--- config.mk ---
export PLATFORM = sky130hd
export DESIGN_NAME = elink_loop_top
export DESIGN_NICKNAME = d
export VERILOG_FILES = /design/src/hw/elink_frame_pkg.sv /design/src/hw/elink_code_pkg.sv /design/src/hw/elink_word_if.sv /design/src/hw/elink_loop_top.sv /design/src/hw/elink_rx.sv /design/src/hw/elink_tx.sv /design/src/hw/packet_gen.sv /design/src/hw/word_fifo.sv
export SDC_FILE = /design/constraint.sdc
export NUM_CORES = 1
export LEC_CHECK = 0
export BUFFER_PORTS_ARGS = -buffer_cell sky130_fd_sc_hd__buf_2
export CORE_MARGIN = 2
export CORE_UTILIZATION = 30
export CTS_CLUSTER_DIAMETER = 60
export DETAILED_ROUTE_END_ITERATION = 6
export HOLD_SLACK_MARGIN = 0.05
export PLACE_DENSITY_LB_ADDON = 0.2
export SLEW_MARGIN = 20
export SYNTH_ARGS = -nofsm -noshare
export SYNTH_HDL_FRONTEND = slang
export SYNTH_SLANG_ARGS = --single-unit
--- constraint.sdc ---
create_clock -name clk -period 31.3 [get_ports clk]
set_clock_uncertainty 0.15 [all_clocks]
set_input_delay 0 -clock clk [delete_from_list [all_inputs] [get_ports clk]]
set_output_delay 0 -clock clk [all_outputs]
set_load 0.02 [all_outputs]
--- src/hw/elink_frame_pkg.sv ---
package elink_frame_pkg;

  localparam int byte_w = 8;
  localparam int delim_w = 2;

  // delimiter sent next to every byte
  localparam logic [delim_w-1:0] delim_data  = 2'b00;
  localparam logic [delim_w-1:0] delim_sop   = 2'b01;
  localparam logic [delim_w-1:0] delim_eop   = 2'b10;
  localparam logic [delim_w-1:0] delim_comma = 2'b11;  // idle, never stored

  localparam int len_w = 10;                          // packet length field

  // word fifos, depth must stay a power of two
  localparam int fifo_depth = 16;
  localparam int fifo_aw = $clog2(fifo_depth);

  // 10 bit symbol moved as 2 bit pairs
  localparam int slots_per_sym = 5;

endpackage

--- src/hw/elink_code_pkg.sv ---
package elink_code_pkg;

  localparam int sym_w = 10;

  localparam logic [7:0] k28_5 = 8'hBC;                 // comma
  localparam logic [7:0] k28_1 = 8'h3C;                 // start of packet
  localparam logic [7:0] k28_6 = 8'hDC;                 // end of packet

  localparam logic [sym_w-1:0] comma_n = 10'b0011111010; // k28.5 sent at rd-
  localparam logic [sym_w-1:0] comma_p = 10'b1100000101; // k28.5 sent at rd+

  // 5b/6b and 3b/4b codes in their rd- form, bit a (or f) is the msb
  localparam logic [5:0] tbl6 [32] = '{
    6'b100111, 6'b011101, 6'b101101, 6'b110001, 6'b110101, 6'b101001, 6'b011001, 6'b111000,
    6'b111001, 6'b100101, 6'b010101, 6'b110100, 6'b001101, 6'b101100, 6'b011100, 6'b010111,
    6'b011011, 6'b100011, 6'b010011, 6'b110010, 6'b001011, 6'b101010, 6'b011010, 6'b111010,
    6'b110011, 6'b100110, 6'b010110, 6'b110110, 6'b001110, 6'b101110, 6'b011110, 6'b101011
  };
  localparam logic [3:0] tbl4 [8] = '{
    4'b1011, 4'b1001, 4'b0101, 4'b1100, 4'b1101, 4'b1010, 4'b0110, 4'b1110
  };

  function automatic logic [5:0] enc6(input logic [4:0] x, input logic k, input logic rd);
    logic [5:0] c;
    c = k ? 6'b001111 : tbl6[x];                         // only k28 is sent
    if (rd && ($countones(c) != 3 || c == 6'b111000))
      c = ~c;                                            // d.07 has two balanced forms
    return c;
  endfunction

  function automatic logic [3:0] enc4(input logic [2:0] y, input logic k, input logic a7,
                                      input logic rd);
    logic [3:0] c;
    c = (y == 3'd7 && a7) ? 4'b0111 : tbl4[y];
    if (k && $countones(c) == 2 && c != 4'b1100)
      c = ~c;                                            // k.x.1/2/5/6 flip polarity
    if (rd && (k || $countones(c) != 2 || c == 4'b1100))
      c = ~c;
    return c;
  endfunction

  // result is {new rd, symbol}, rd high means positive
  function automatic logic [sym_w:0] encode_8b10b(input logic [7:0] d, input logic k,
                                                  input logic rd);
    logic [5:0] c6;
    logic [3:0] c4;
    logic rd6;
    logic a7;
    c6 = enc6(d[4:0], k, rd);
    rd6 = rd ^ ($countones(c6) != 3);
    a7 = k || (!rd6 && (d[4:0] == 5'd17 || d[4:0] == 5'd18 || d[4:0] == 5'd20)) ||
         (rd6 && (d[4:0] == 5'd11 || d[4:0] == 5'd13 || d[4:0] == 5'd14));  // avoid run of 5
    c4 = enc4(d[7:5], k, a7, rd6);
    return {rd6 ^ ($countones(c4) != 2), c6, c4};
  endfunction

  // result is {k, byte}
  function automatic logic [8:0] decode_8b10b(input logic [sym_w-1:0] s);
    logic [5:0] c6;
    logic [3:0] c4;
    logic k;
    logic rd4;
    logic [4:0] x;
    logic [2:0] y;
    c6 = s[9:4];
    c4 = s[3:0];
    k = (c6 == 6'b001111) || (c6 == 6'b110000);
    rd4 = $countones(c6) > 3;                            // disparity seen by the 4b block
    x = 5'd28;
    y = 3'd0;
    for (int i = 0; i < 32; i++)
    begin
      if (!k && (c6 == enc6(5'(i), 1'b0, 1'b0) || c6 == enc6(5'(i), 1'b0, 1'b1)))
        x = 5'(i);
    end
    for (int j = 0; j < 8; j++)
    begin
      if (k)
      begin
        if (c4 == enc4(3'(j), 1'b1, 1'b1, rd4))
          y = 3'(j);
      end
      else if (c4 == enc4(3'(j), 1'b0, 1'b0, 1'b0) || c4 == enc4(3'(j), 1'b0, 1'b0, 1'b1) ||
               c4 == enc4(3'(j), 1'b0, 1'b1, 1'b0) || c4 == enc4(3'(j), 1'b0, 1'b1, 1'b1))
        y = 3'(j);
    end
    return {k, y, x};
  endfunction

endpackage
--- src/hw/elink_word_if.sv ---
`timescale 1ns/10ps
interface elink_word_if;

  logic [elink_frame_pkg::byte_w-1:0]  data;
  logic [elink_frame_pkg::delim_w-1:0] delim;
  logic                                avail;  // producer holds a word
  logic                                take;   // consumer accepts it

  modport producer (
    output data,
    output delim,
    output avail,
    input  take
  );

  modport consumer (
    input  data,
    input  delim,
    input  avail,
    output take
  );

endinterface

--- src/hw/elink_loop_top.sv ---
`timescale 1ns/10ps
module elink_loop_top (
  input  logic                                clk,
  input  logic                                rst_n,
  input  logic                                loop_en,
  input  logic [elink_frame_pkg::len_w-1:0]   packet_len,
  output logic                                done,
  output logic [1:0]                          elink_tx_data,
  input  logic [1:0]                          elink_rx_data,
  output logic [elink_frame_pkg::byte_w-1:0]  rx_data,
  output logic [elink_frame_pkg::delim_w-1:0] rx_delim,
  output logic                                rx_avail,
  input  logic                                rx_take,
  output logic                                overflow
);

  elink_word_if gen_if ();    // generator into tx fifo
  elink_word_if tx_if ();     // tx fifo into encoder
  elink_word_if rx_if ();     // decoder into rx fifo
  elink_word_if host_if ();   // rx fifo out to the host ports

  packet_gen gen (
    .clk        (clk),
    .rst_n      (rst_n),
    .loop_en    (loop_en),
    .packet_len (packet_len),
    .out        (gen_if),
    .done       (done)
  );

  word_fifo tx_fifo (
    .clk   (clk),
    .rst_n (rst_n),
    .push  (gen_if),
    .pop   (tx_if)
  );

  elink_tx tx (
    .clk    (clk),
    .rst_n  (rst_n),
    .in     (tx_if),
    .serial (elink_tx_data)
  );

  elink_rx rx (
    .clk      (clk),
    .rst_n    (rst_n),
    .serial   (elink_rx_data),
    .out      (rx_if),
    .overflow (overflow)
  );

  word_fifo rx_fifo (
    .clk   (clk),
    .rst_n (rst_n),
    .push  (rx_if),
    .pop   (host_if)
  );

  assign rx_data = host_if.data;
  assign rx_delim = host_if.delim;
  assign rx_avail = host_if.avail;
  assign host_if.take = rx_take;

endmodule

--- src/hw/elink_rx.sv ---
`timescale 1ns/10ps
module elink_rx (
  input  logic           clk,
  input  logic           rst_n,
  input  logic [1:0]     serial,
  elink_word_if.producer out,
  output logic           overflow
);

  logic [19:0]                         hist;       // newest pair at the lsbs
  logic                                aligned;
  logic [2:0]                          off;        // locked pair offset
  logic [2:0]                          slot;
  logic                                last_slot;
  logic                                hit;
  logic [2:0]                          hit_off;
  logic [elink_code_pkg::sym_w-1:0]    sym;
  logic [8:0]                          dec;        // {k, byte}
  logic [elink_frame_pkg::delim_w-1:0] dec_delim;
  logic                                keep;
  logic                                word_avail;
  logic [elink_frame_pkg::byte_w-1:0]  word_data;
  logic [elink_frame_pkg::delim_w-1:0] word_delim;

  assign last_slot = (slot == 3'(elink_frame_pkg::slots_per_sym - 1));
  assign sym = hist[{off, 1'b0} +: elink_code_pkg::sym_w];
  assign dec = elink_code_pkg::decode_8b10b(sym);

  // comma search over every even offset, lowest offset wins
  always_comb
  begin
    hit = 1'b0;
    hit_off = '0;
    for (int i = ($bits(hist) - elink_code_pkg::sym_w) / 2; i >= 0; i--)
    begin
      if (hist[2*i +: elink_code_pkg::sym_w] == elink_code_pkg::comma_n ||
          hist[2*i +: elink_code_pkg::sym_w] == elink_code_pkg::comma_p)
      begin
        hit = 1'b1;
        hit_off = 3'(i);
      end
    end
  end

  // k characters back to delimiters
  always_comb
  begin
    keep = 1'b1;
    dec_delim = elink_frame_pkg::delim_data;
    if (dec[8])
    begin
      case (dec[7:0])
        elink_code_pkg::k28_1: dec_delim = elink_frame_pkg::delim_sop;
        elink_code_pkg::k28_6: dec_delim = elink_frame_pkg::delim_eop;
        default:
        begin
          dec_delim = elink_frame_pkg::delim_comma;
          keep = 1'b0;                                    // idle symbol
        end
      endcase
    end
  end

  assign out.avail = word_avail;
  assign out.data = word_data;
  assign out.delim = word_delim;

  always_ff @(posedge clk)
  begin
    if (!rst_n)
    begin
      hist <= '0;
      aligned <= 1'b0;
      off <= '0;
      slot <= '0;
      word_avail <= 1'b0;
      overflow <= 1'b0;
    end
    else
    begin
      hist <= {hist[$bits(hist)-3:0], serial};
      if (!aligned)
      begin
        if (hit)
        begin
          aligned <= 1'b1;
          off <= hit_off;
          slot <= '0;                                     // next symbol in 5 clocks
        end
      end
      else if (last_slot)
        slot <= '0;
      else
        slot <= slot + 1'b1;
      word_avail <= aligned && last_slot && keep;         // single cycle push
      if (word_avail && !out.take)
        overflow <= 1'b1;                                 // sticky, word is lost
    end
  end

  always_ff @(posedge clk)
  begin
    if (aligned && last_slot)
    begin
      word_data <= dec[8] ? '0 : dec[7:0];
      word_delim <= dec_delim;
    end
  end

endmodule

--- src/hw/elink_tx.sv ---
`timescale 1ns/10ps
module elink_tx (
  input  logic           clk,
  input  logic           rst_n,
  elink_word_if.consumer in,
  output logic [1:0]     serial
);

  logic [2:0]                         slot;
  logic [elink_code_pkg::sym_w-1:0]   shreg;
  logic                               rd;       // running disparity, high is positive
  logic [elink_frame_pkg::byte_w-1:0] tx_char;
  logic                               k;
  logic [elink_code_pkg::sym_w:0]     enc;
  logic                               last_slot;

  assign last_slot = (slot == 3'(elink_frame_pkg::slots_per_sym - 1));
  assign in.take = last_slot;                   // one word per symbol period
  assign serial = shreg[elink_code_pkg::sym_w-1 -: 2];

  // comma fill when the fifo is empty
  always_comb
  begin
    k = 1'b1;
    tx_char = elink_code_pkg::k28_5;
    if (in.avail)
    begin
      case (in.delim)
        elink_frame_pkg::delim_data:
        begin
          k = 1'b0;
          tx_char = in.data;
        end
        elink_frame_pkg::delim_sop: tx_char = elink_code_pkg::k28_1;
        elink_frame_pkg::delim_eop: tx_char = elink_code_pkg::k28_6;
        default: tx_char = elink_code_pkg::k28_5;
      endcase
    end
  end

  assign enc = elink_code_pkg::encode_8b10b(tx_char, k, rd);

  always_ff @(posedge clk)
  begin
    if (!rst_n)
    begin
      slot <= '0;
      shreg <= elink_code_pkg::comma_n;
      rd <= 1'b1;                               // comma_n leaves rd positive
    end
    else if (last_slot)
    begin
      slot <= '0;
      shreg <= enc[elink_code_pkg::sym_w-1:0];
      rd <= enc[elink_code_pkg::sym_w];
    end
    else
    begin
      slot <= slot + 1'b1;
      shreg <= {shreg[elink_code_pkg::sym_w-3:0], 2'b00};  // msb pair first
    end
  end

endmodule

--- src/hw/packet_gen.sv ---
`timescale 1ns/10ps
module packet_gen (
  input  logic                              clk,
  input  logic                              rst_n,
  input  logic                              loop_en,
  input  logic [elink_frame_pkg::len_w-1:0] packet_len,
  elink_word_if.producer                    out,
  output logic                              done
);

  // fsm state is the delimiter of the word on offer, active low means idle
  logic                                active;
  logic [elink_frame_pkg::delim_w-1:0] phase;
  logic [elink_frame_pkg::len_w-1:0]   len_q;
  logic [elink_frame_pkg::len_w-1:0]   cnt;    // payload index
  logic                                xfer;
  logic                                start;

  assign xfer = active && out.take;
  assign done = xfer && (phase == elink_frame_pkg::delim_eop);
  assign start = !active || done;                  // new packet may begin

  assign out.avail = active;
  assign out.delim = phase;
  assign out.data = (phase == elink_frame_pkg::delim_data) ? cnt[elink_frame_pkg::byte_w-1:0] : '0;

  always_ff @(posedge clk)
  begin
    if (!rst_n)
    begin
      active <= 1'b0;
      phase <= elink_frame_pkg::delim_sop;
      len_q <= '0;
      cnt <= '0;
    end
    else if (start)
    begin
      active <= loop_en;                           // stops after eop when low
      phase <= elink_frame_pkg::delim_sop;
      len_q <= packet_len;
      cnt <= '0;
    end
    else if (xfer)
    begin
      case (phase)
        elink_frame_pkg::delim_sop:
        begin
          if (len_q == '0)
            phase <= elink_frame_pkg::delim_eop;   // empty packet
          else
            phase <= elink_frame_pkg::delim_data;
        end
        default:
        begin
          cnt <= cnt + 1'b1;
          if (cnt == len_q - 1'b1)
            phase <= elink_frame_pkg::delim_eop;
        end
      endcase
    end
  end

endmodule

--- src/hw/word_fifo.sv ---
`timescale 1ns/10ps
module word_fifo (
  input  logic           clk,
  input  logic           rst_n,
  elink_word_if.consumer push,
  elink_word_if.producer pop
);

  logic [elink_frame_pkg::delim_w+elink_frame_pkg::byte_w-1:0] mem [elink_frame_pkg::fifo_depth];
  logic [elink_frame_pkg::fifo_aw-1:0] wr_ptr;
  logic [elink_frame_pkg::fifo_aw-1:0] rd_ptr;
  logic [elink_frame_pkg::fifo_aw:0]   count;
  logic                                do_push;
  logic                                do_pop;

  assign do_push = push.avail && push.take;
  assign do_pop = pop.avail && pop.take;

  assign push.take = !count[elink_frame_pkg::fifo_aw];  // msb set only when full
  assign pop.avail = |count;
  assign {pop.delim, pop.data} = mem[rd_ptr];           // head word, no read latency

  always_ff @(posedge clk)
  begin
    if (do_push)
      mem[wr_ptr] <= {push.delim, push.data};
  end

  always_ff @(posedge clk)
  begin
    if (!rst_n)
    begin
      wr_ptr <= '0;
      rd_ptr <= '0;
      count <= '0;
    end
    else
    begin
      if (do_push)
        wr_ptr <= wr_ptr + 1'b1;                        // wraps with depth
      if (do_pop)
        rd_ptr <= rd_ptr + 1'b1;
      case ({do_push, do_pop})
        2'b10: count <= count + 1'b1;
        2'b01: count <= count - 1'b1;
        default: count <= count;
      endcase
    end
  end

endmodule

### Word-level counts from Yosys, hierarchy flattened

Memory sizes are Yosys's and may differ from the RTL's. A register that Yosys moved wholly into a read port is not among the register bits.
Index checks and enable logic that the tools add are counted.

| storage, ports and cells | value |
|---|---|
| memories | 4 |
| flip-flop bits (word level) | 102 |
| RAM bits | 320 |
| input bits | 16 |
| output and inout port bits | 15 |
| ROM bits | 224 |
| logic and storage cells | 418 |

| operators by class | value |
|---|---|
| muxes and demuxes | 123 |
| reductions and logical operators | 108 |
| add/sub/neg operators | 36 |
| bitwise operators | 14 |
| equal/unequal tests | 107 |
| shifts and indexed selects | 1 |
| $lt $le $gt $ge | 3 |

Memory list:

| name | words | width | read ports | clocked after memory_dff | wr ports | line | RTL |
|---|---|---|---|---|---|---|---|
| (no name shown) | 32 | 6 | 1 | 0 | 0 | elink_code_pkg.sv:25 | `c = k ? 6'b001111 : tbl6[x];` |
| rx_fifo.mem | 16 | 10 | 1 | 1 | 1 | word_fifo.sv:9 | `logic [elink_frame_pkg::delim_w+elink_frame_pkg::byte_w-1:0] mem [elink_frame_pkg::fifo_depth];` |
| tx_fifo.mem | 16 | 10 | 1 | 1 | 1 | word_fifo.sv:9 |  |
| (no name shown) | 8 | 4 | 1 | 0 | 0 | elink_code_pkg.sv:34 | `c = (y == 3'd7 && a7) ? 4'b0111 : tbl4[y];` |

Operators with widths:

| cell | number |
|---|---|
| $add A32 B32 Y32 | 9 |
| $mux W5 | 32 |
| $eq A6 B6 Y1 const B | 25 |
| $ne A32 B3 Y1 const B | 4 |
| $mux W4 | 31 |
| $eq A6 B5 Y1 const B | 14 |
| $mux W3 | 28 |
| $eq A10 B10 Y1 const B | 6 |
| $eq A10 B8 Y1 const B | 6 |
| $logic_and A1 B1 Y1 | 47 |
| $eq A4 B4 Y1 | 11 |
| $eq A6 B4 Y1 const B | 7 |
| $logic_or A1 B1 Y1 | 40 |
| $eq A32 B3 Y1 const B | 1 |
| $gt A32 B3 Y1 const B | 1 |
| $add A1 B1 Y2 | 15 |
| $eq A4 B4 Y1 const B | 6 |
| $mux W6 | 4 |
| $not A4 Y4 | 6 |
| $pmux W8 S3 | 1 |
| $pmux W5 S2 | 2 |
| $shiftx A20 B5 Y10 | 1 |
| $eq A6 B3 Y1 const B | 3 |
| $mux W1 | 18 |
| 34 further kinds | 74 |

### Longest topological paths before layout

| logic depth | value |
|---|---|
| depth after elaboration | 43 |
| mapped depth | 58 |
| mapped depth without buffers | 54 |

### By module

A second synthesis with hierarchy kept.

| unflattened totals | value |
|---|---|
| cell total of the unflattened synthesis | 1503 |
| area total of the unflattened synthesis | 20778.7 sq um |

Modules (own cells, without submodules):

| module | cells each | area each (sq um) | sequential area each (sq um) | instances |
|---|---|---|---|---|
| word_fifo at tx_fifo | 337 | 7089.3 | 5144.9 | 1 |
| word_fifo at rx_fifo | 337 | 6955.4 | 5144.9 | 1 |
| elink_rx | 410 | 3384.5 | 880.8 | 1 |
| elink_tx | 253 | 1985.7 | 280.3 | 1 |
| packet_gen | 166 | 1363.8 | 460.4 | 1 |

### Worst setup path before layout

OpenSTA, ideal clock, no wires.

| timing path | value |
|---|---|
| path kind | reg2reg |
| start point | reg (tool-made name) |
| end point | reg tx.rd |
| clock period less this slack | 11.401 ns |
| path slack | 19.899 ns |
| buffers on the path | 3 |
| cell stages (with the launch flop) | 56 |
| data required time | 31.012 ns |
| arrival | 11.113 ns |
| library setup time | 0.138 ns |
| cells stage by stage | dfxtp_1 -> buf_6 -> buf_4 -> mux4_1 -> a221oi_4 -> inv_1 -> ha_1 -> inv_1 -> o211ai_1 -> a21oi_2 -> inv_1 -> ha_1 -> or4_1 -> nand3_1 -> o21a_1 -> o21ai_1 -> inv_1 -> ha_1 -> [... 20 more ...] -> fa_1 -> a211oi_1 -> nand3_1 -> nor3_1 -> a31oi_1 -> fa_1 -> nor2_1 -> nand2_1 -> o211ai_1 -> o21a_1 -> and2_4 -> nand2_1 -> mux2_4 -> fa_1 -> nor2_1 -> nand2_1 -> xnor2_1 -> o211ai_1 |

RTL lines:

| item | line | RTL |
|---|---|---|
| end signal: assignment | elink_tx.sv:55 | `rd <= enc[elink_code_pkg::sym_w];` |
| end: declaration | elink_tx.sv:11 | `logic rd;` |

==> flow_metrics.tcl <==
set metrics [dict create \
    critPathMaxStageDelay_ns 0.58 \
    min_period_ns 12.91 \
    synth.distinct_cells 92 \
    crit_required_ns 31.58 \
    ctsHtreeMaxLevel 2 \
    core.rowCount 96 \
    cts_sinks 430 \
    cts.repair.resized 0 \
    via_per_inst 4.99 \
    hold_violations 0 \
    hold_ws_ns 0.0987 \
    ir_drop_v 0.0000391 \
    initialDrtViolationCount 799 \
    yosysTopAreaCell "edfxtp_1" \
    ys_ff_latch 430 \
    synth_edf_count 330 \
    grt_overflow 0 \
    clockBufferDepth 3 \
    port_buffers 30 \
    wirelength_mm 47.0 \
    place_worst_setup_slack_ns 18.44 \
    grt_pass1_wl_mm 74.1 \
    cp_common_cell "ha_1" \
    synth_top_area_share_pct 48.1 \
    cts_buffers 49 \
    initial_core_util_pct 30.2 \
    num_io_pins 31 \
    grt_max_degree 76 \
    nets 1670 \
    cp.buffers_inverters 5 \
    finalWorstSetupSlack_ns 18.39 \
    relSlewSlack_pct 29.6 \
    fin_tns_setup_ns 0 \
    coreArea_um2 68300 \
    gr-usage-all-layers_pct 13.4 \
    cts_tree "built" \
    crit_family "adder cells" \
    post-route-drc-count 0 \
    critPathMaxFanout 36 \
    synth_ff_type "edfxtp_1" \
    place_area_um2 21700 \
    design_area_um2 23600 \
    powerDensity_nw_per_um2 53.4 \
    max_freq_mhz 77.5 \
    gp_congestion 0.811 \
    timing.max_cap.violations 0 \
    synth_common_cells "edfxtp_1, nand2_1, dfxtp_1" \
    cts.clk_slew.worst_paths_ns 0.06 \
    area_growth_pct 14.4 \
    nFillCells 6548 \
    setup_viol 0 \
    netlist_top_cells_area "edfxtp_1, dfxtp_1, mux4_2, ha_1, mux2i_1" \
    antenna_found_initial 0 \
    synth_warnings 0 \
    ys_seq_area_share_pct 57.8 \
    hold_path.class "in2reg" \
    vias 12499 \
    cp-start-kind "flop" \
    postSynth.asyncResetShare_pct 0 \
    wire_per_inst_um 18.8 \
    die_h_um 266 \
    synth_area_um2 20600 \
    critPathKind "reg2reg" \
    post-dp-hpwl_mm 30.8 \
    maxSlewViolCount 0 \
    drtAntennaViolNets 0 \
    syn_nets 1621 \
    dr.pass1.iters 5 \
    yosysMostFrequentCell "edfxtp_1" \
    worstSetupEndpointType "flop" \
    cpMaxStageDelayCell "mux4_2" \
    clk-insertion-delay-late_ns 0.59 \
    dieWidth_um 266 \
    drive_above_1_share_pct 15.5 \
    rsz0062_at_grt "false" \
    die_area_um2 70800 \
    arrival_ns 13.19 \
    power.leakage_nw 8.23 \
    worst_slew_pin_slew_ns 1.05 \
    synth_cells 1532 \
    num_antenna_cells 0 \
    cts_root_buf "clkbuf_16" \
    post-route-period-util_pct 41.2 \
    first_global_vias 12603 \
    synth_area_per_cell_um2 13.5 \
    status "finished clean" \
]
## area by class of cell
cell class                 count  area, um2  share of cell area, %
sequential                   430      11900                   50.5
multi-input combinational    969       8150                   34.6
clock buffer                  55       1250                   5.30
tap                          882       1100                   4.68
timing repair buffer          80        591                   2.50
clock inverter                36        382                   1.62
inverter                      51        191                  0.812
## final timing paths
check	start	end	slack, ns	cells after the start
setup / recovery	flop	tx.rd	18.39	53
hold / removal	packet_len[7]	gen.len_q[7]	0.1	4
setup reg to reg	flop	tx.rd	18.39	53
hold reg to reg	tx.shreg[4]	tx.shreg[6]	0.31	2
## logic make-up (layout without fill, tap and decap cells)
logic type | after synthesis | count (layout) | synth area share [%]
AOI/OAI and AO/OA | 245 | 245 | 8.32
adders and majority gates | 73 | 73 | 4.76
muxes | 145 | 145 | 12.7
xor gates and xnor gates | 47 | 47 | 2.00
DFF | 430 | 430 | 57.8
and+or+nand+nor | 459 | 459 | 11.6
buffers and inverters | 133 | 222 | 2.91
## repair_timing
action / 4_1_cts / 5_1_grt
hold buffers: 26 / 0
setup buffers: 0 / 0
hold endpoints to repair: 32 / 0
## report_power, final
group,internal (mW),switching (mW)
Sequential,0.612,0.00416
Combinational,0.0306,0.0397
Clock,0.340,0.233
## layer usage
layer	part of all wire, %	vias to the layer above	GRT usage [%]
met3	3.6	69	1.94
li1	-	5941	-
met2	48	245	22.3
met4	2.2	0	3.98
met5	0	-	0
met1	46	6244	18.1
## tightest hold or removal path, cell delays in order
cell           delay, ns
dlygate4sd3_1       0.52
buf_2               0.11
mux2i_1             0.06
nor2b_1             0.09
## cell usage in the layout (no fill, tap or decap), types with 41 or more instances in the layout
cell type	count
edfxtp_1	330
and2_1	65
nor2_1	92
clkbuf_16	49
inv_1	51
ha_1	64
mux4_2	73
a21oi_1	45
nand2_1	107
dfxtp_1	96
mux2i_1	48
o21ai_0	41
## state kept, by name, indices dropped and copies added (netlist names), named ones only
register and count:
gen.len_q 10, tx_fifo.wr_ptr 4, rx_fifo.wr_ptr 4, gen.cnt 10
rx_fifo.mem 160, rx.out.avail 1, tx_fifo.rd_ptr 4, rx.aligned 1
rx_fifo.rd_ptr 4, tx_fifo.count 5, rx.slot 3, rx_fifo.count 5
gen.out.delim 2, tx.rd 1, rx.out.delim 2, gen.out.avail 1
tx_fifo.mem 160, tx.shreg 10, rx.out.data 8, tx.slot 3
rx.hist 20, rx.overflow 1, rx.off 3
## metrics by stage
stage                     std cells  utilization [%]  power, mW
after global placement         2386             31.7      0.695
after floorplan                1532                -      0.680
final                          2503             34.5       1.26
after detailed placement       2386             31.7      0.696
after CTS                      2503             34.5       1.28
after global routing           2503             34.5       1.31
(Power assumes the default switching activity.)
